$ cat src/soc_bus_defs.svh
`ifndef SOC_BUS_DEFS_SVH
`define SOC_BUS_DEFS_SVH

`default_nettype none

// address map
`define RAM_BASE            (64'h0000_0000_8000_0000)
`define RAM_WORDS           (512)
`define RAM_SPAN            (`RAM_WORDS * 4)
`define PLIC_BASE           (64'h0000_0000_0C00_0000)
`define PLIC_SPAN           (64'h0000_0000_0100_0000)

// slave register offset width
`define OFS_W               (24)

// interrupt controller register offsets
`define PLIC_PENDING_OFS    (24'h00_1000)
`define PLIC_ENABLE_OFS     (24'h00_2000)
`define PLIC_THRESH_OFS     (24'h20_0000)
`define PLIC_CLAIM_OFS      (24'h20_0004)

// per-context strides
`define PLIC_CTX_ENABLE_STRIDE (24'h00_0080)
`define PLIC_CTX_STRIDE     (24'h00_1000)

`define PLIC_SOURCES        (6)
`define PRIO_W              (3)
`define IRQ_SRC_ID          (1)

`default_nettype wire

`endif
$ cat src/soc_bus_pkg.sv
`include "soc_bus_defs.svh"

`default_nettype none

package soc_bus_pkg;

    // load/store type as issued by the cpu
    typedef enum logic [2:0] {
        LS_BYTE   = 3'd0,
        LS_HALF   = 3'd1,
        LS_WORD   = 3'd2,
        LS_DOUBLE = 3'd3,
        LS_BYTE_U = 3'd4,
        LS_HALF_U = 3'd5,
        LS_WORD_U = 3'd6
    } ls_type_e;

    typedef struct packed {
        logic [63:0] addr;
        logic [63:0] wdata;
        ls_type_e    ls_type;
        logic        read;
        logic        write;
    } bus_req_t;

    typedef struct packed {
        logic [63:0] rdata;
        logic        read_done;
        logic        write_done;
    } bus_rsp_t;

    typedef enum logic [1:0] {
        SEL_NONE = 2'd0,
        SEL_RAM  = 2'd1,
        SEL_PLIC = 2'd2
    } slave_sel_e;

    // controller to slave, stb is a single cycle
    typedef struct packed {
        logic              stb;
        logic              we;
        logic [`OFS_W-1:0] ofs;
        logic [63:0]       wdata;
        ls_type_e          ls_type;
    } slave_cmd_t;

    typedef struct packed {
        logic        ack;
        logic [63:0] rdata;
    } slave_rsp_t;

    // one ram word, by byte lane or by half
    typedef union packed {
        logic [3:0][7:0]  b;
        logic [1:0][15:0] h;
    } ram_word_u;

endpackage

`default_nettype wire

$ cat src/plic_regs.sv
`include "soc_bus_defs.svh"

`timescale 1ns/100ps

`default_nettype none

module plic_regs (
    input  logic                    clock_slow,
    input  logic                    KEY0,
    input  soc_bus_pkg::slave_cmd_t cmd,
    output soc_bus_pkg::slave_rsp_t rsp,
    input  logic                    irq,
    output logic                    meip,
    output logic                    seip
);
    import soc_bus_pkg::*;

    // context 0 is M, context 1 is S
    localparam int NCTX = 2;
    localparam int ID_W = $clog2(`PLIC_SOURCES);

    logic [`PRIO_W-1:0] prio [`PLIC_SOURCES];
    logic [31:0]        pending;
    logic [31:0]        enable [NCTX];
    logic [`PRIO_W-1:0] thresh [NCTX];
    logic [31:0]        claim [NCTX];

    logic               irq_q;
    logic               irq_rise;

    logic [ID_W-1:0]    prio_id;
    logic               prio_hit;
    logic               pend_hit;
    logic [NCTX-1:0]    en_hit;
    logic [NCTX-1:0]    th_hit;
    logic [NCTX-1:0]    cl_hit;
    logic [63:0]        rdata;

    assign irq_rise = irq & ~irq_q;

    assign prio_id  = cmd.ofs[ID_W+1:2];
    assign prio_hit = (cmd.ofs < `PLIC_SOURCES * 4);
    assign pend_hit = (cmd.ofs == `PLIC_PENDING_OFS);

    always_comb begin
        for (int c = 0; c < NCTX; c++) begin
            en_hit[c] = (cmd.ofs == `PLIC_ENABLE_OFS + c * `PLIC_CTX_ENABLE_STRIDE);
            th_hit[c] = (cmd.ofs == `PLIC_THRESH_OFS + c * `PLIC_CTX_STRIDE);
            cl_hit[c] = (cmd.ofs == `PLIC_CLAIM_OFS + c * `PLIC_CTX_STRIDE);
            // only the external irq source can be claimed
            if (pending[`IRQ_SRC_ID] && enable[c][`IRQ_SRC_ID]) begin
                claim[c] = 32'(`IRQ_SRC_ID);
            end else begin
                claim[c] = 32'd0;
            end
        end
    end

    // read mux, unmapped offsets give zero
    always_comb begin
        rdata = '0;
        if (prio_hit) begin
            rdata = 64'(prio[prio_id]);
        end else if (pend_hit) begin
            rdata = 64'(pending);
        end
        for (int c = 0; c < NCTX; c++) begin
            if (en_hit[c]) begin
                rdata = 64'(enable[c]);
            end
            if (th_hit[c]) begin
                rdata = 64'(thresh[c]);
            end
            if (cl_hit[c]) begin
                rdata = 64'(claim[c]);
            end
        end
    end

    always_ff @(posedge clock_slow or negedge KEY0) begin
        if (!KEY0) begin
            irq_q   <= 1'b0;
            pending <= '0;
            for (int i = 0; i < `PLIC_SOURCES; i++) begin
                prio[i] <= '0;
            end
            for (int c = 0; c < NCTX; c++) begin
                enable[c] <= '0;
                thresh[c] <= '0;
            end
        end else begin
            irq_q <= irq;
            if (cmd.stb && cmd.we) begin
                if (prio_hit) begin
                    prio[prio_id] <= cmd.wdata[`PRIO_W-1:0];
                end
                for (int c = 0; c < NCTX; c++) begin
                    if (en_hit[c]) begin
                        enable[c] <= cmd.wdata[31:0];
                    end
                    if (th_hit[c]) begin
                        thresh[c] <= cmd.wdata[`PRIO_W-1:0];
                    end
                end
            end
            // claim read clears the id it returns
            if (cmd.stb && !cmd.we) begin
                for (int c = 0; c < NCTX; c++) begin
                    if (cl_hit[c] && claim[c] != 32'd0) begin
                        pending[claim[c][4:0]] <= 1'b0;
                    end
                end
            end
            // a new edge beats a claim in the same cycle
            if (irq_rise) begin
                pending[`IRQ_SRC_ID] <= 1'b1;
            end
        end
    end

    assign rsp  = '{ack: cmd.stb, rdata: rdata};
    assign meip = (claim[0] != 32'd0);
    assign seip = (claim[1] != 32'd0);

endmodule

`default_nettype wire

$ cat config.mk
export PLATFORM = sky130hd
export DESIGN_NAME = plic_regs
export DESIGN_NICKNAME = d
export VERILOG_FILES = /design/src/soc_bus_pkg.sv /design/src/plic_regs.sv
export VERILOG_INCLUDE_DIRS = /design/src /design/src/src
export SDC_FILE = /design/constraint.sdc
export NUM_CORES = 1
export LEC_CHECK = 0
export BUFFER_PORTS_ARGS = -buffer_cell sky130_fd_sc_hd__buf_4
export CAP_MARGIN = 20
export CORE_ASPECT_RATIO = 0.75
export CORE_UTILIZATION = 50
export CTS_CLUSTER_SIZE = 12
export DETAILED_ROUTE_END_ITERATION = 16
export PLACE_DENSITY = 0.8
export SETUP_SLACK_MARGIN = 0.15
export SYNTH_ARGS = -nofsm -noshare
export SYNTH_HDL_FRONTEND = slang
export SYNTH_SLANG_ARGS = --single-unit
$ cat constraint.sdc
create_clock -name clock_slow -period 3.3 [get_ports clock_slow]
set_clock_uncertainty 0.1 [all_clocks]
set_input_delay 0.66 -clock clock_slow [delete_from_list [all_inputs] [get_ports clock_slow]]
set_output_delay 0.66 -clock clock_slow [all_outputs]
set_load 0.02 [all_outputs]
==> results.cfg, run 1 <==
[clock_tree]
clock-sinks = 91
cts_max_level = 3
hold_buffers = 0
cts-root-buf = clkbuf_16
path_clk_slew_ns = 0.07
clockBufferDepth = 2
clock_latency_ns = 0.33
cts_tree = built
cts_buffers = 9

[drt]
dr_wl_met2_mm = 5.419
vias_per_cell = 5.671
wl_met1_mm = 4.586
vias = 3340
drt_iter0_drc = 172
met3WireLength_um = 803
wl_mm = 11.00
wl_per_cell_um = 18.67
firstDrtPassIters = 4
top_layer = met4
drtAntennaViolNets = 0
drc = 0

[logic_synthesis]
ys_types = 46
ys_warn_count = 0
postSynth.asyncResetShare = 1.000
synth_seq_cells = 91
synth-edff-count = 0
syn_inst = 361
syn-cell-area_um2 = 4586
ys_seq_area_frac = 0.4966
synth_ff_type = dfrtp_1
avgSynthCellArea_um2 = 12.70

[cells_and_area]
final_common_cell = buf_4
final_cell_count_no_fill = 589
antenna_cells = 0
nets = 573
areaGrowthSynthToFinish_pct = 29.93
drive_gt1_frac = 0.5343
design_area_um2 = 5958
final_cell_mix = buf_4 (109), dfrtp_1 (91), mux2_2 (89), conb_1 (32), a22o_1 (31)

[worst_setup_path]
worstSetupPathType = input port to primary output
critical_path_required_ns = 2.54
cp-start-kind = input port
r2r_start = enable[33]$_DFFE_PN0P_
cp_data_arrival_time_ns = 2.49
startpoint = cmd[86]
crit_fanout = 3
endpoint_kind = primary output

[floorplan]
die_w_um = 112.6
core_area_um2 = 8672
io_pins = 163
die_area_um2 = 9562
initial_core_util = 0.5288
row_count = 29
die_h_um = 84.94

[power]
p_per_area_nw_per_um2 = 375.4
max-vdd-ir-drop_mv = 0.3497
leakagePower_nw = 2.994

[global_routing]
grt_pass1_wl_mm = 17.43
gr-total-overflow = 0
grt_use_total = 0.2381
grt_start_max_net_pins = 60
antenna_found_initial = 0
first_global_vias = 3494

[sta]
setup_tns_ns = 0
fmax_ghz = 0.3077
finalSetupViolCount = 0
maxSlewHeadroom = 0.5119
worst_slew_pin_slew_ns = 0.7137
layout_min_cycle_time_ns = 3.250
finalMaxSlewViolations = 0
post-route-period-util = 0.9848
rsz0062_at_grt = yes
final_hold_viol_count = 0
hold_ws_ns = 0.2735

[min_path]
hp-class = input port to async pin

[placement]
gp_congestion = 0.9700
io_buffer_count = 95
dpl_cell_area_um2 = 5446
dp.cells = 566
dp_hpwl_mm = 7.309

[outcome]
outcome = completed

[run]
cap_viol_max_count = 0
-- cells in the mapped netlist (all sizes together), types with 4 or more instances --
cell / number / share of area
nor3: 8 / 0.011
nand2: 12 / 0.010
a22o: 31 / 0.059
clkbuf: 5 / 0.0041
inv: 7 / 0.0057
nand2b: 4 / 0.0055
dfrtp: 91 / 0.50
nor4: 8 / 0.017
buf: 47 / 0.072
nor2: 11 / 0.0090
nor2b: 4 / 0.0055
mux2: 91 / 0.22
-- power breakdown --
group | total [W] | internal, W | leakage [nW] | switching, W
clock | 0.000944 | 0.000530 | 0.136 | 0.000414
sequential | 0.00112 | 0.00112 | 1.26 | 0.000000189
combinational | 0.000177 | 0.0000688 | 1.59 | 0.000108
total | 0.00224 | 0.00171 | 2.99 | 0.000522
-- layer usage --
layer,global-route usage,up-vias
met1,0.2930,1680
met4,0.08485,0
met2,0.3967,148
li1,-,1491
met3,0.07643,21
met5,0,-
-- cell type report --
type / count / area, um^2
sequential: 91 / 2277
fill: 629 / 2714
clock inverter: 5 / 37.54
inverter: 7 / 26.28
clock buffer: 10 / 239.0
timing repair buffer: 126 / 1062
tap: 108 / 135.1
multi-input combinational: 242 / 2181
-- final timing paths --
kind | endpoint | slack (ns) | depth (start not counted)
setup / recovery | rsp[0] | 0.05 | 9
hold / removal | prio[16]$_DFFE_PN0P_ | 0.27 | 1
setup reg to reg | pending[1]$_DFFE_PN0P_ | 1.93 | 5
hold reg to reg | pending[0]$_DFFE_PN0P_ | 0.29 | 0
max in group asynchronous | enable[5]$_DFFE_PN0P_ | 2.09 | 2
min in group clock_slow | pending[0]$_DFFE_PN0P_ | 0.29 | 0
-- critical path: stages --
cell	delay, ns
buf_4	0.12
nor4_4	0.32
buf_4	0.17
nand3b_1	0.10
buf_4	0.16
nor4_1	0.40
o221a_4	0.25
o311a_1	0.17
buf_6	0.13
-- metrics by stage --
| step | utilization | worst slack, ns | power, W |
|---|---|---|---|
| 2_1_floorplan | - | 0.1905 | 0.001225 |
| 3_3_place_gp | 0.6280 | 0.03759 | 0.001296 |
| 3_5_place_dp | 0.6280 | 0.02169 | 0.001301 |
| 4_1_cts | 0.6768 | 0.1375 | 0.002257 |
| 5_1_grt | 0.6871 | 0.01647 | 0.002318 |
| 6_report | 0.6871 | 0.05003 | 0.002237 |
-- sequential cells by signal, summed over array words and instances, names as in the netlist --
signal and count:
enable 64, prio 18, thresh 6, pending 2
irq_q 1
-- cells by family (layout without fill, tap and decap cells) --
| family | count (synthesis) | after routing | synth area share |
|---|---|---|---|
| multiplexers | 96 | 96 | 0.2426 |
| flip-flops | 91 | 91 | 0.4966 |
| AND/OR/NAND/NOR | 69 | 69 | 0.09631 |
| buffers and inverters | 59 | 148 | 0.08186 |
| AO/OA/AOI/OAI | 45 | 45 | 0.08186 |
| other | 1 | 32 | 0.0008178 |
-- timing repair --
action / in CTS / in global routing
cloned: 0 / 1
pin swaps: 10 / 7
setup endpoints to repair: 32 / 32
resized for setup: 24 / 9
setup buffers: 5 / 2
Power figures use the tool's default switching activity.
==> run 2: changes to the inputs <==
--- a/config.mk
+++ b/config.mk
@@ -9,6 +9,7 @@
 export BUFFER_PORTS_ARGS = -buffer_cell sky130_fd_sc_hd__buf_4
 export CAP_MARGIN = 20
 export CORE_ASPECT_RATIO = 0.75
+export CORE_MARGIN = 5
 export CORE_UTILIZATION = 50
 export CTS_CLUSTER_SIZE = 12
 export DETAILED_ROUTE_END_ITERATION = 16
==> run 2 against run 1 <==
Net effect:
- combinational power about the same
- critical path depth fell by 2
- hold slack got worse by 0.13 ns
- via count about the same
- non-clock buffer count down 1
- maximum frequency fell by 0.30%
- cell count rose by 0.68%
- global-route usage fell by 4.1 points
==> results.cfg, run 2 (synthesis results as in run 1) <==
[outcome]
outcome = completed

[power]
leakagePower_nw = 3.064
max-vdd-ir-drop_mv = 0.3492
clkPwrFrac = 0.480
switching_share = 0.2217
p_seq_frac = 0.448
p_sw_w = 0.0005520
cellInternalPower_w = 0.001938
p_total_w = 0.002490
p_per_area_nw_per_um2 = 404.0
power_frac_comb = 0.072

[floorplan]
die_area_um2 = 11210
core_area_um2 = 9009
die_h_um = 92.94
initial_core_util = 0.5090
row_count = 30
io_pins = 163
die_w_um = 120.6

[worst_setup_path]
crit_family = simple AND/OR/NAND/NOR gates
crit_fanout = 5
cp_cell_sequence = buf_12 > inv_6 > or4_4 > or4_4 > o221a_4 > o311a_1 > buf_6
endpoint_kind = primary output
path_buf_inv = 3
crit_slowest_cell = or4_4
slowest_delay_ns = 0.55
critical_path_required_ns = 2.54
cp_data_arrival_time_ns = 2.50
worstSetupPathType = input port to primary output
cpMostUsedCell = or4_4
cp-start-kind = input port

[drt]
drtAntennaViolNets = 0
drc = 0
wl_per_cell_um = 19.10
firstDrtPassIters = 4
vias_per_cell = 5.629
vias = 3338
wl_mm = 11.33
drt_iter0_drc = 164

[global_routing]
gr-total-overflow = 0
first_global_vias = 3424
grt_use_total = 0.1970
grt_start_max_net_pins = 92
antenna_found_initial = 0
grt_pass1_wl_mm = 17.50

[cells_and_area]
top_register = enable
areaGrowthSynthToFinish_pct = 34.41
final_cell_mix = buf_4 (92), dfrtp_1 (91), mux2_2 (89), conb_1 (32), a22o_1 (31)
fin_util = 0.6842
largestRegisters = enable: 64 flops, prio: 18 flops, thresh: 6 flops
largest_reg_flops = 64
antenna_cells = 0
nets = 572
final_common_cell = buf_4
fillers = 619
drive_gt1_frac = 0.5405

[clock_tree]
cts_max_level = 3
clock-sinks = 91
clockBufferDepth = 2
cts_tree = built
clock_latency_ns = 0.33
path_clk_slew_ns = 0.07
hold_buffers = 0
cts-root-buf = clkbuf_16
cts_buffers = 9

[run]
cap_viol_max_count = 0

[min_path]
hp-class = input port to async pin

[sta]
finalMaxSlewViolations = 0
rsz0062_at_grt = yes
finalSetupViolCount = 0
fmax_ghz = 0.3068
final_hold_viol_count = 0
post-route-period-util = 0.9878
layout_min_cycle_time_ns = 3.260

[placement]
gp_congestion = 0.9232
io_buffer_count = 95
dp_hpwl_mm = 7.451
[run 2: changes by cell type in the layout (fill, tap and decap cells not counted), moves of 2 or more]
cell / delta
buf_4: -17
buf_6: +14
bufinv_16: +3
clkinv_2: -2
inv_6: +4
[run 2: worst paths after layout]
path | startpoint | endpoint | slack [ns] | depth (start not counted)
max | cmd[88] | rsp[0] | 0.04 | 7
min | KEY0 | enable[5]$_DFFE_PN0P_ | 0.15 | 1
max reg2reg | pending[1]$_DFFE_PN0P_ | pending[1]$_DFFE_PN0P_ | 1.97 | 5
min reg2reg | pending[0]$_DFFE_PN0P_ | pending[0]$_DFFE_PN0P_ | 0.30 | 0
max in group asynchronous | KEY0 | enable[54]$_DFFE_PN0P_ | 2.32 | 2
min in group clock_slow | pending[0]$_DFFE_PN0P_ | pending[0]$_DFFE_PN0P_ | 0.30 | 0
[run 2: power by group through the flow]
stage               combinational [W]  sequential (W)  clock (W)
floorplan                   0.0000876         0.00114          0
global placement             0.000157         0.00114          0
detailed placement           0.000161         0.00114          0
CTS                          0.000166         0.00112    0.00122
global route                 0.000193         0.00111    0.00127
finish                       0.000179         0.00112    0.00120
[run 2: per-layer routing]
layer	share of wire	vias up	global-route usage
li1	-	1493	-
met1	0.41	1679	0.2463
met2	0.49	155	0.3333
met3	0.087	11	0.05678
met4	0.0098	0	0.05755
met5	0	-	0
[run 2: layout make-up]
class / count / area, um^2 / share of cell area
clock inverters: 7 / 127.6 / 0.02071
clock buffers: 9 / 225.2 / 0.03654
inverters: 7 / 31.28 / 0.005075
multi-input cells: 242 / 2212 / 0.3589
flip-flops and latches: 91 / 2277 / 0.3695
repair buffers: 125 / 1150 / 0.1866
well taps: 112 / 140.1 / 0.02274
[run 2: stage by stage]
stage                     hold WS (ns)  std cells  setup TNS (ns)  setup WS [ns]  area, um^2
after CTS                       0.2874        587               0         0.1121        5926
after global routing            0.1673        593               0        0.01251        6163
after floorplan                 0.2644        392               0         0.1905        4708
after detailed placement        0.2732        564       -0.007166      -0.007166        5406
final                           0.1471        593               0        0.04032        6163
after global placement          0.2675        564               0        0.05022        5406
[run 2: what timing repair did]
item                                    4_1_cts  5_1_grt
hold endpoints to repair                      0        0
gates cloned                                  0        3
setup buffers                                 7        2
endpoints found under the setup margin       17       32
resized for setup                            21       33
pin swaps                                    11        9
