<file path="src/soc_bus_defs.svh">
`ifndef SOC_BUS_DEFS_SVH
`define SOC_BUS_DEFS_SVH

`default_nettype none

// address map
`define RAM_BASE            (64'h0000_0000_8000_0000)
`define RAM_WORDS           (512)
`define RAM_SPAN            (`RAM_WORDS * 4)
`define PLIC_BASE           (64'h0000_0000_0C00_0000)
`define PLIC_SPAN           (64'h0000_0000_0100_0000)

// slave register offset width
`define OFS_W               (24)

// interrupt controller register offsets
`define PLIC_PENDING_OFS    (24'h00_1000)
`define PLIC_ENABLE_OFS     (24'h00_2000)
`define PLIC_THRESH_OFS     (24'h20_0000)
`define PLIC_CLAIM_OFS      (24'h20_0004)

// per-context strides
`define PLIC_CTX_ENABLE_STRIDE (24'h00_0080)
`define PLIC_CTX_STRIDE     (24'h00_1000)

`define PLIC_SOURCES        (6)
`define PRIO_W              (3)
`define IRQ_SRC_ID          (1)

`default_nettype wire

`endif
</file>
<file path="src/soc_bus_pkg.sv">
`include "soc_bus_defs.svh"

`default_nettype none

package soc_bus_pkg;

    // load/store type as issued by the cpu
    typedef enum logic [2:0] {
        LS_BYTE   = 3'd0,
        LS_HALF   = 3'd1,
        LS_WORD   = 3'd2,
        LS_DOUBLE = 3'd3,
        LS_BYTE_U = 3'd4,
        LS_HALF_U = 3'd5,
        LS_WORD_U = 3'd6
    } ls_type_e;

    typedef struct packed {
        logic [63:0] addr;
        logic [63:0] wdata;
        ls_type_e    ls_type;
        logic        read;
        logic        write;
    } bus_req_t;

    typedef struct packed {
        logic [63:0] rdata;
        logic        read_done;
        logic        write_done;
    } bus_rsp_t;

    typedef enum logic [1:0] {
        SEL_NONE = 2'd0,
        SEL_RAM  = 2'd1,
        SEL_PLIC = 2'd2
    } slave_sel_e;

    // controller to slave, stb is a single cycle
    typedef struct packed {
        logic              stb;
        logic              we;
        logic [`OFS_W-1:0] ofs;
        logic [63:0]       wdata;
        ls_type_e          ls_type;
    } slave_cmd_t;

    typedef struct packed {
        logic        ack;
        logic [63:0] rdata;
    } slave_rsp_t;

    // one ram word, by byte lane or by half
    typedef union packed {
        logic [3:0][7:0]  b;
        logic [1:0][15:0] h;
    } ram_word_u;

endpackage

`default_nettype wire

</file>
<file path="src/bus_ctrl.sv">
`include "soc_bus_defs.svh"

`timescale 1ns/100ps

`default_nettype none

module bus_ctrl (
    input  logic                    clock_slow,
    input  logic                    KEY0,
    input  soc_bus_pkg::bus_req_t   bus_req,
    output soc_bus_pkg::bus_rsp_t   bus_rsp,
    output soc_bus_pkg::slave_cmd_t ram_cmd,
    input  soc_bus_pkg::slave_rsp_t ram_rsp,
    output soc_bus_pkg::slave_cmd_t plic_cmd,
    input  soc_bus_pkg::slave_rsp_t plic_rsp
);
    import soc_bus_pkg::*;

    // decode of the incoming address
    slave_sel_e        sel;
    logic [`OFS_W-1:0] ofs;
    logic              req;

    // captured request payload
    logic              we_q;
    logic [`OFS_W-1:0] ofs_q;
    logic [63:0]       wdata_q;
    ls_type_e          ls_q;

    // control state
    slave_sel_e        sel_q;
    logic              ram_stb;
    logic              plic_stb;
    logic              none_pend;
    logic              read_done;
    logic              write_done;
    logic [63:0]       rdata_q;

    // end of access from whichever target was selected
    logic              ack;
    logic [63:0]       ack_data;

    assign req = bus_req.read | bus_req.write;

    always_comb begin
        sel = SEL_NONE;
        ofs = '0;
        if (bus_req.addr >= `RAM_BASE && bus_req.addr < `RAM_BASE + `RAM_SPAN) begin
            sel = SEL_RAM;
            ofs = `OFS_W'(bus_req.addr - `RAM_BASE);
        end else if (bus_req.addr >= `PLIC_BASE &&
                     bus_req.addr < `PLIC_BASE + `PLIC_SPAN) begin
            sel = SEL_PLIC;
            ofs = `OFS_W'(bus_req.addr - `PLIC_BASE);
        end
    end

    always_ff @(posedge clock_slow) begin
        if (req) begin
            we_q    <= bus_req.write;
            ofs_q   <= ofs;
            wdata_q <= bus_req.wdata;
            ls_q    <= bus_req.ls_type;
        end
    end

    always_comb begin
        case (sel_q)
            SEL_RAM: begin
                ack      = ram_rsp.ack;
                ack_data = ram_rsp.rdata;
            end
            SEL_PLIC: begin
                ack      = plic_rsp.ack;
                ack_data = plic_rsp.rdata;
            end
            default: begin
                // unmapped, finish one cycle later with zero data
                ack      = none_pend;
                ack_data = '0;
            end
        endcase
    end

    always_ff @(posedge clock_slow or negedge KEY0) begin
        if (!KEY0) begin
            sel_q      <= SEL_NONE;
            ram_stb    <= 1'b0;
            plic_stb   <= 1'b0;
            none_pend  <= 1'b0;
            read_done  <= 1'b1;
            write_done <= 1'b1;
            rdata_q    <= '0;
        end else begin
            ram_stb   <= 1'b0;
            plic_stb  <= 1'b0;
            none_pend <= 1'b0;
            if (req) begin
                if (bus_req.read) begin
                    read_done <= 1'b0;
                end
                if (bus_req.write) begin
                    write_done <= 1'b0;
                end
                sel_q     <= sel;
                ram_stb   <= (sel == SEL_RAM);
                plic_stb  <= (sel == SEL_PLIC);
                none_pend <= (sel == SEL_NONE);
            end
            if (ack) begin
                if (we_q) begin
                    write_done <= 1'b1;
                end else begin
                    read_done <= 1'b1;
                    rdata_q   <= ack_data;
                end
            end
        end
    end

    // same payload to both slaves, only the strobe differs
    assign ram_cmd  = '{stb: ram_stb, we: we_q, ofs: ofs_q, wdata: wdata_q, ls_type: ls_q};
    assign plic_cmd = '{stb: plic_stb, we: we_q, ofs: ofs_q, wdata: wdata_q, ls_type: ls_q};

    assign bus_rsp = '{rdata: rdata_q, read_done: read_done, write_done: write_done};

endmodule

`default_nettype wire

</file>
<file path="config.mk">
export PLATFORM = sky130hd
export DESIGN_NAME = bus_ctrl
export DESIGN_NICKNAME = d
export VERILOG_FILES = /design/src/soc_bus_pkg.sv /design/src/bus_ctrl.sv
export VERILOG_INCLUDE_DIRS = /design/src /design/src/src
export SDC_FILE = /design/constraint.sdc
export NUM_CORES = 1
export LEC_CHECK = 0
export ABC_AREA = 1
export BUFFER_PORTS_ARGS = -buffer_cell sky130_fd_sc_hd__buf_2
export CAP_MARGIN = 25
export CORE_AREA = 2 2 200 202
export CTS_CLUSTER_SIZE = 10
export DETAILED_ROUTE_END_ITERATION = 8
export DIE_AREA = 0 0 202 204
export GPL_TIMING_DRIVEN = 0
export PLACE_DENSITY = 0.44
export SYNTH_ARGS = -nofsm -noshare
export SYNTH_HDL_FRONTEND = slang
export SYNTH_SLANG_ARGS = --single-unit
</file>
<file path="constraint.sdc">
create_clock -name clock_slow -period 2.1 [get_ports clock_slow]
set_input_delay 0.42 -clock clock_slow [delete_from_list [all_inputs] [get_ports clock_slow]]
set_output_delay 0.42 -clock clock_slow [all_outputs]
set_load 0.02 [all_outputs]
</file>
==> impl_metrics.tcl, run 1 <==
set metrics [dict create \
    die_h_um 204 \
    design_area_um2 11500 \
    crit_type "flop to flop" \
    worstHoldStart "bus_req[62]" \
    antenna_found_initial 5 \
    ys_ff_latch 163 \
    io_pins 517 \
    multi_input_area_um2 1930 \
    r2r_end "rdata_q[40]" \
    insertion_delay_ps 450 \
    dr.pass1.iters 6 \
    p_per_area_nw_per_um2 732 \
    syn_inst 688 \
    yosys.area.top_type_share 0.366 \
    yosys_warnings 0 \
    maxCapViolCount 0 \
    fin_skew_ps 4.13 \
    syn_area_um2 7540 \
    grt_overflow 0 \
    cts.root.buffer_cell "clkbuf_16" \
    clk_pin_slew_ps 70 \
    post_cts.repair.setup_buffers 0 \
    crit_path_top_delay_cell "clkbuf_1" \
    pre_cts_slack_ps -214 \
    gp_congestion 0.838 \
    synth_top_cell_by_area "edfxtp_1" \
    cp_max_fo 10 \
    timing.fmax_ghz 0.537 \
    drt_iter0_drc 208 \
    ant_nets 0 \
    wire_per_inst_um 17.9 \
    cts_buffers 17 \
    setup_viol 0 \
    p_sw_mw 2.32 \
    cp.required_ps 2490 \
    drc 0 \
    diodes 0 \
    cp-end-kind "flop" \
    finalCriticalPeriod_ps 1860 \
    rsz0062_at_grt "no" \
    via_count 6977 \
    swShare 0.275 \
    portBuffers 516 \
    holdPathEnd "wdata_q[57]" \
    worstRegToRegCells 7 \
    synth_ff_type "edfxtp_1" \
    yosysSeqAreaShare 0.602 \
    hold-path-cell-count 1 \
    die_w_um 202 \
    timing.critical_path.buf_inv 3 \
    place_area_um2 10900 \
    p_clk_frac 0.397 \
    pwr-share-comb 0.167 \
    peakVddDrop_uv 506 \
    grtUsageTotal 0.151 \
    htree_levels 4 \
    syn_avg_cell_area_um2 11.0 \
    async_flop_share 0.436 \
    maxSlewHeadroom 0.559 \
    final_layout_size_suffix_gt1_frac 0.560 \
    max_stage_delay_ps 480 \
    start_util 0.192 \
    status "complete, no violations" \
    post-dp-hpwl_um 25700 \
    slew_viol_final 0 \
    r2r_start "sel_q[1]" \
    worstMarginPinSlew_ps 660 \
    clock_path_buffers 2 \
    coreArea_um2 39200 \
    totalWireLength_um 31600 \
    grt_pass1_wl_um 45200 \
    r2r_slack_ps 240 \
    hold_viol 0 \
    area_delta_synth_final_pct 52.3 \
    grt_max_degree 48 \
    dieArea_um2 41200 \
    power.total_mw 8.41 \
    netlist_top_cells_area "edfxtp_1 37%, dfrtp_1 23%, buf_4 10%" \
    cp_top_family "buffers and inverters" \
    p_int_mw 6.10 \
    crit_chain "inv_1 > ha_1 > buf_4 > clkbuf_1 > a22o_1 > nand3_1 > nand2_1" \
    synth_edf_count 92 \
    n_fill_cell 4213 \
    postLayoutSetupSlackWorst_ps 237 \
    regArea_um2 4540 \
    fin_crit_sh 0.887 \
    p_leak_nw 6.10 \
    cp.arrival_ps 2250 \
    syn-num-nets 955 \
    cts_tree "yes" \
    num_rows 73 \
    grt_pass1_vias 7054 \
    layout.nets 1494 \
    min_path_type "input port to flop" \
    startpoint_type "flop" \
    seqPwrFrac 0.436 \
    via_per_inst 3.95 \
    cts.sinks 163 \
    yosysUniqueCellTypes 23 \
]
[power groups by stage]
stage	combinational [mW]	sequential [mW]	clock (mW)
2_1_floorplan	0.548	3.89	0
5_1_grt	1.51	3.69	3.58
4_1_cts	1.44	3.67	3.47
3_3_place_gp	1.41	3.74	0
6_report	1.41	3.66	3.34
3_5_place_dp	1.43	3.73	0
[cell usage after synthesis, types with 3 or more instances]
cell	n
dfrtp_1	69
clkbuf_1	19
buf_4	102
buf_2	10
o21ai_1	7
a22o_1	64
nor2_4	3
nand3_1	65
edfxtp_1	92
nor2_1	39
buf_6	4
o21ai_0	59
inv_1	33
buf_1	5
nand2_1	86
nor2_2	20
[metrics by stage]
step                hold WS [ps]  instances  utilization  TNS (ps)
finish                       137       1765        0.293         0
CTS                         94.0       1765        0.293         0
detailed placement           369       1732        0.277     -6560
global route                 101       1765        0.293         0
global placement             463       1729        0.275   -120800
floorplan                    124        688            -    -23730
[flip-flops by register name, summed over array words and instances (netlist names)]
name	flops
write_done	1
plic_stb	1
sel_q	2
read_done	1
ofs_q	24
none_pend	1
ram_stb	1
rdata_q	64
we_q	1
wdata_q	64
ls_q	3
[logic make-up after synthesis]
family | after synthesis | share of synthesized area
and+or+nand+nor | 216 | 0.129
adders and majority gates | 2 | 0.00332
DFF | 163 | 0.602
AOI/OAI and AO/OA | 134 | 0.123
buffers and inverters | 173 | 0.143
[how the worst max path moves through the flow]
stage	startpoint	depth (start not counted)	slack [ps]	end
after floorplan	bus_req[0]	2	-260	ls_q[0]
after global placement	bus_req[0]	3	-1330	wdata_q[24]
after detailed placement	bus_req[0]	5	-210	wdata_q[24]
after CTS	sel_q[0]	7	60	rdata_q[7]
after global routing	sel_q[1]	7	60	rdata_q[24]
final	sel_q[1]	7	240	rdata_q[40]
[area by class of cell]
class                      instances  share of cell area
sequential                       163               0.395
timing repair buffer             520               0.232
clock buffer                      22              0.0404
inverter                          33              0.0111
tap                              525              0.0572
clock inverter                    10              0.0131
multi-input combinational        352               0.168
buffer                           140              0.0829
[per-layer routing]
layer | track usage | share of wire | vias up
met4 | 0.0389 | 0.014 | 6
met2 | 0.271 | 0.51 | 338
met5 | 0 | 0.0013 | -
li1 | - | - | 3353
met3 | 0.0582 | 0.093 | 35
met1 | 0.167 | 0.38 | 3245
[worst register-to-register path: stages, from the launching register on]
cell and delay, ps:
dfrtp_1 400, inv_1 70, ha_1 160, buf_4 220, clkbuf_1 490, a22o_1 300, nand3_1 100, nand2_1 80
[cells in the final DEF, fill, tap and decap left out, drive strengths merged]
| cell type | n |
|---|---|
| nand4 | 2 |
| nand3 | 65 |
| ha | 2 |
| clkinv | 2 |
| clkbuf | 42 |
| inv | 34 |
| dfrtp | 69 |
| o21ai | 68 |
| a22o | 64 |
| nand2 | 86 |
| nor3 | 1 |
| nor2 | 62 |
| dlygate4sd3 | 1 |
| clkinvlp | 4 |
| bufinv | 3 |
| dfstp | 2 |
| o22ai | 2 |
| edfxtp | 92 |
| buf | 639 |
[repair_timing]
item	CTS	global route
gates resized for setup	0	1
setup endpoints to repair	0	5
hold endpoints to repair	24	0
hold buffers	1	0
(Power assumes the default switching activity.)
==> run 2: changes to the inputs <==
--- a/config.mk
+++ b/config.mk
@@ -10,6 +10,7 @@
 export BUFFER_PORTS_ARGS = -buffer_cell sky130_fd_sc_hd__buf_2
 export CAP_MARGIN = 25
 export CORE_AREA = 2 2 200 202
+export CTS_BUF_LIST = sky130_fd_sc_hd__clkbuf_16
 export CTS_CLUSTER_SIZE = 10
 export DETAILED_ROUTE_END_ITERATION = 8
 export DIE_AREA = 0 0 202 204
==> impl_metrics.tcl, run 2 (synthesis gave the netlist of run 1 again) <==
set metrics [dict create \
    via_per_inst 3.96 \
    cp.arrival_ps 2250 \
    portBuffers 516 \
    p_leak_nw 6.10 \
    n_fill_cell 4213 \
    drc 0 \
    final_util 0.293 \
    die_w_um 202 \
    layout.nets 1494 \
    grt_pass1_wl_um 45100 \
    cp_max_fo 10 \
    cts_buffers 17 \
    power.total_mw 8.33 \
    gp_congestion 0.838 \
    setup_tns_ps 0 \
    grt_overflow 0 \
    design_area_um2 11500 \
    dr.pass1.iters 6 \
    startpoint_type "flop" \
    worstRegToRegCells 7 \
    totalWireLength_um 31600 \
    hold_viol 0 \
    final_layout_size_suffix_gt1_frac 0.558 \
    io_pins 517 \
    max_stage_delay_ps 460 \
    insertion_delay_ps 450 \
    mostFrequentLayoutCell "buf_2" \
    r2r_end "rdata_q[9]" \
    area_delta_synth_final_pct 52.1 \
    diodes 0 \
    coreArea_um2 39200 \
    clock_path_buffers 2 \
    timing.fmax_ghz 0.538 \
    place_area_um2 10900 \
    placed_cells 1732 \
    fin_skew_ps 5.64 \
    grtUsageTotal 0.151 \
    path_common_cell "inv_1" \
    num_rows 73 \
    postLayoutSetupSlackWorst_ps 243 \
    crit_end "rdata_q[9]" \
    antenna_found_initial 5 \
    p_per_area_nw_per_um2 727 \
    peakVddDrop_uv 507 \
    htree_levels 4 \
    grt_max_degree 48 \
    r2r_start "sel_q[0]" \
    drt_iter0_drc 226 \
    clk_pin_slew_ps 70 \
    regArea_um2 4540 \
    worstMarginPinSlew_ps 664 \
    cts_tree "yes" \
    wire_per_inst_um 17.9 \
    finalCriticalPeriod_ps 1860 \
    pre_cts_slack_ps -214 \
    final_cell_mix "525 x buf_2, 103 x buf_4, 92 x edfxtp_1" \
    post-dp-hpwl_um 25700 \
    holdWs_ps 136 \
    ant_nets 0 \
    multi_input_area_um2 1930 \
    die_h_um 204 \
    r2r_slack_ps 240 \
    rsz0062_at_grt "no" \
    crit_type "flop to flop" \
    slew_viol_final 0 \
    hold-path-cell-count 1 \
    min_path_type "input port to flop" \
    status "complete, no violations" \
    dieArea_um2 41200 \
    reg_top3 "rdata_q: 64 flops, wdata_q: 64 flops, ofs_q: 24 flops" \
    cts.root.buffer_cell "clkbuf_16" \
    cts.sinks 163 \
    crit_path_top_delay_cell "clkbuf_1" \
    setup_viol 0 \
    crit_start "sel_q[0]" \
    grt_pass1_vias 7045 \
    maxSlewHeadroom 0.556 \
    via_count 6994 \
    start_util 0.192 \
    fin_crit_sh 0.884 \
    cp-end-kind "flop" \
    maxCapViolCount 0 \
    instances_no_fill 1765 \
    crit_chain "inv_1 > ha_1 > inv_1 > o21ai_2 > clkbuf_1 > o21ai_0 > nand2_1" \
    cp.required_ps 2490 \
]
run 2: cell types whose count changed in the layout (fill, tap and decap cells not counted):
cell / previous run / this run
clkbuf_1: 22 / 19
inv_1: 32 / 35
clkbuf_8: 2 / 0
clkinv_1: 0 / 2
run 2: how the worst min path moves through the flow:
stage / startpoint / to / slack [ps]
detailed placement: KEY0 / rdata_q[28] / 370
finish: bus_req[62] / wdata_q[57] / 140
global placement: read_done / read_done / 460
global route: bus_req[62] / wdata_q[57] / 100
CTS: bus_req[62] / wdata_q[57] / 90
floorplan: KEY0 / none_pend / 120
run 2: repair_timing:
action | CTS | global route
hold buffers | 1 | 0
gates resized for setup | 0 | 1
hold endpoints to repair | 24 | 0
setup buffers | 0 | 0
setup endpoints to repair | 0 | 5
run 2: worst max-delay path: cells and delay by family, from the launching register on:
kind | cells | cell delay, ps
buffers and inverters | 3 | 580
AOI/OAI and AO/OA | 2 | 480
and+or+nand+nor | 1 | 100
adders and majority gates | 1 | 270
DFF | 1 | 380
run 2: routing by layer:
metal / GRT usage / part of all wire
met1: 0.167 / 0.39
met5: 0 / 0.0013
met3: 0.0580 / 0.088
met2: 0.271 / 0.51
met4: 0.0389 / 0.014
run 2: cell type report:
cell class                      count  area share
Tap cell                          525      0.0573
Inverter                           33      0.0111
Timing Repair Buffer              520       0.232
Multi-Input combinational cell    352       0.168
Clock inverter                     15      0.0147
Sequential cell                   163       0.396
Clock buffer                       17      0.0371
Buffer                            140      0.0830
run 2: where the power goes:
part           internal (mW)  switching [mW]  leakage [nW]
registers               3.56           0.101          1.94
logic                  0.586           0.823          3.88
clock network           1.86            1.40         0.290
==> run 3: changes to the inputs <==
--- a/config.mk
+++ b/config.mk
@@ -16,6 +16,7 @@
 export DIE_AREA = 0 0 202 204
 export GPL_TIMING_DRIVEN = 0
 export PLACE_DENSITY = 0.44
+export REMOVE_ABC_BUFFERS = 1
 export SYNTH_ARGS = -nofsm -noshare
 export SYNTH_HDL_FRONTEND = slang
 export SYNTH_SLANG_ARGS = --single-unit
==> impl_metrics.tcl, run 3 (synthesis gave the netlist of run 1 again) <==
set metrics [dict create \
    drc 0 \
    placed_cells 1599 \
    htree_levels 4 \
    n_fill_cell 4241 \
    min_path_type "input port to flop" \
    clock_path_buffers 2 \
    crit_type "flop to flop" \
    grt_overflow 0 \
    place_area_um2 10100 \
    p_per_area_nw_per_um2 722 \
    finalCriticalPeriod_ps 1990 \
    holdWs_ps 149 \
    status "complete, no violations" \
    cp.arrival_ps 2370 \
    grt_max_degree 73 \
    cp.required_ps 2480 \
    cts_tree "yes" \
    fin_skew_ps 13.1 \
    via_count 6695 \
    gp_congestion 0.852 \
    instances_no_fill 1656 \
    hold_viol 0 \
    layout.nets 1384 \
    clk_pin_slew_ps 80 \
    die_h_um 204 \
    ant_nets 0 \
    rsz0062_at_grt "no" \
    maxCapViolCount 0 \
    setup_viol 0 \
    cts.root.buffer_cell "clkbuf_16" \
    antenna_found_initial 2 \
    p_leak_nw 5.73 \
    timing.fmax_ghz 0.501 \
    peakVddDrop_uv 299 \
    via_per_inst 4.04 \
    dieArea_um2 41200 \
    worstMarginPinSlew_ps 981 \
    coreArea_um2 39200 \
    cts_buffers 17 \
    wire_per_inst_um 20.5 \
    pre_cts_slack_ps -997 \
    maxSlewHeadroom 0.344 \
    mostFrequentLayoutCell "buf_2" \
    reg_top3 "rdata_q: 64 flops, wdata_q: 64 flops, ofs_q: 24 flops" \
    postLayoutSetupSlackWorst_ps 106 \
    insertion_delay_ps 440 \
    power.total_mw 7.97 \
    cp-end-kind "flop" \
    startpoint_type "flop" \
    dr.pass1.iters 4 \
    slew_viol_final 0 \
    totalWireLength_um 33900 \
    cts.sinks 163 \
    final_cell_mix "515 x buf_2, 92 x edfxtp_1, 86 x nand2_1" \
    post-dp-hpwl_um 24600 \
    cp_max_fo 14 \
    io_pins 517 \
    die_w_um 202 \
    drt_iter0_drc 249 \
    num_rows 73 \
    start_util 0.192 \
    setup_tns_ps 0 \
    final_layout_size_suffix_gt1_frac 0.540 \
    final_util 0.281 \
    r2r_slack_ps 110 \
    design_area_um2 11000 \
    grt_pass1_wl_um 46400 \
    grtUsageTotal 0.158 \
    grt_pass1_vias 6666 \
    regArea_um2 4540 \
    area_delta_synth_final_pct 46.3 \
    multi_input_area_um2 1980 \
    portBuffers 516 \
    fin_crit_sh 0.950 \
]
-- run 3: cell types whose count changed in the layout (fill, tap and decap cells not counted), moves of 4 or more --
cell       delta
inv_6         +4
buf_12        +6
clkbuf_1     -19
buf_16        +5
buf_1         -4
buf_4        -91
bufbuf_16     +4
buf_2        -10
-- run 3: worst paths after layout --
kind                                to  depth (start not counted)  startpoint
max reg2reg                rdata_q[51]                         11    sel_q[1]
max in group asynchronous   rdata_q[6]                          3        KEY0
min in group asynchronous     sel_q[1]                          2        KEY0
min                          read_done                          2  bus_req[1]
min reg2reg                  read_done                          2   read_done
max                        rdata_q[51]                         11    sel_q[1]
-- run 3: critical path: stages (launching register included) --
cell and delay [ps]:
dfrtp_1 430, ha_4 340, inv_12 60, buf_16 160, nand3_2 100, o21ai_4 70, buf_12 140, nor2_4 110
buf_12 140, buf_12 130, nand3_1 140, nand2_1 90
-- run 3: metal layers --
metal	up-vias	global-route usage	part of all wire
li1	3137	-	-
met1	3220	0.175	0.38
met2	323	0.289	0.52
met3	15	0.0507	0.077
met4	0	0.0441	0.018
met5	-	0	0
-- run 3: layout make-up --
cell class	instances	share of cell area
flip-flops and latches	163	0.412
repair buffers	548	0.287
multi-input cells	353	0.179
well taps	525	0.0596
clock buffers	17	0.0386
inverters	33	0.0126
clock inverters	15	0.00976
repair inverters	1	0.000794
diodes	1	0.000227
-- run 3: what timing repair did --
action	4_1_cts	5_1_grt
pin swaps	2	3
gates resized for setup	11	3
hold endpoints to repair	18	0
setup endpoints to repair	67	56
hold buffers	1	0
buffers inserted	14	1
gates cloned	8	1
-- run 3: power by group --
part	internal [mW]	total, mW	switching [mW]
combinational	0.479	1.34	0.864
clock	1.52	2.95	1.43
sequential	3.56	3.67	0.109
total	5.57	7.97	2.40
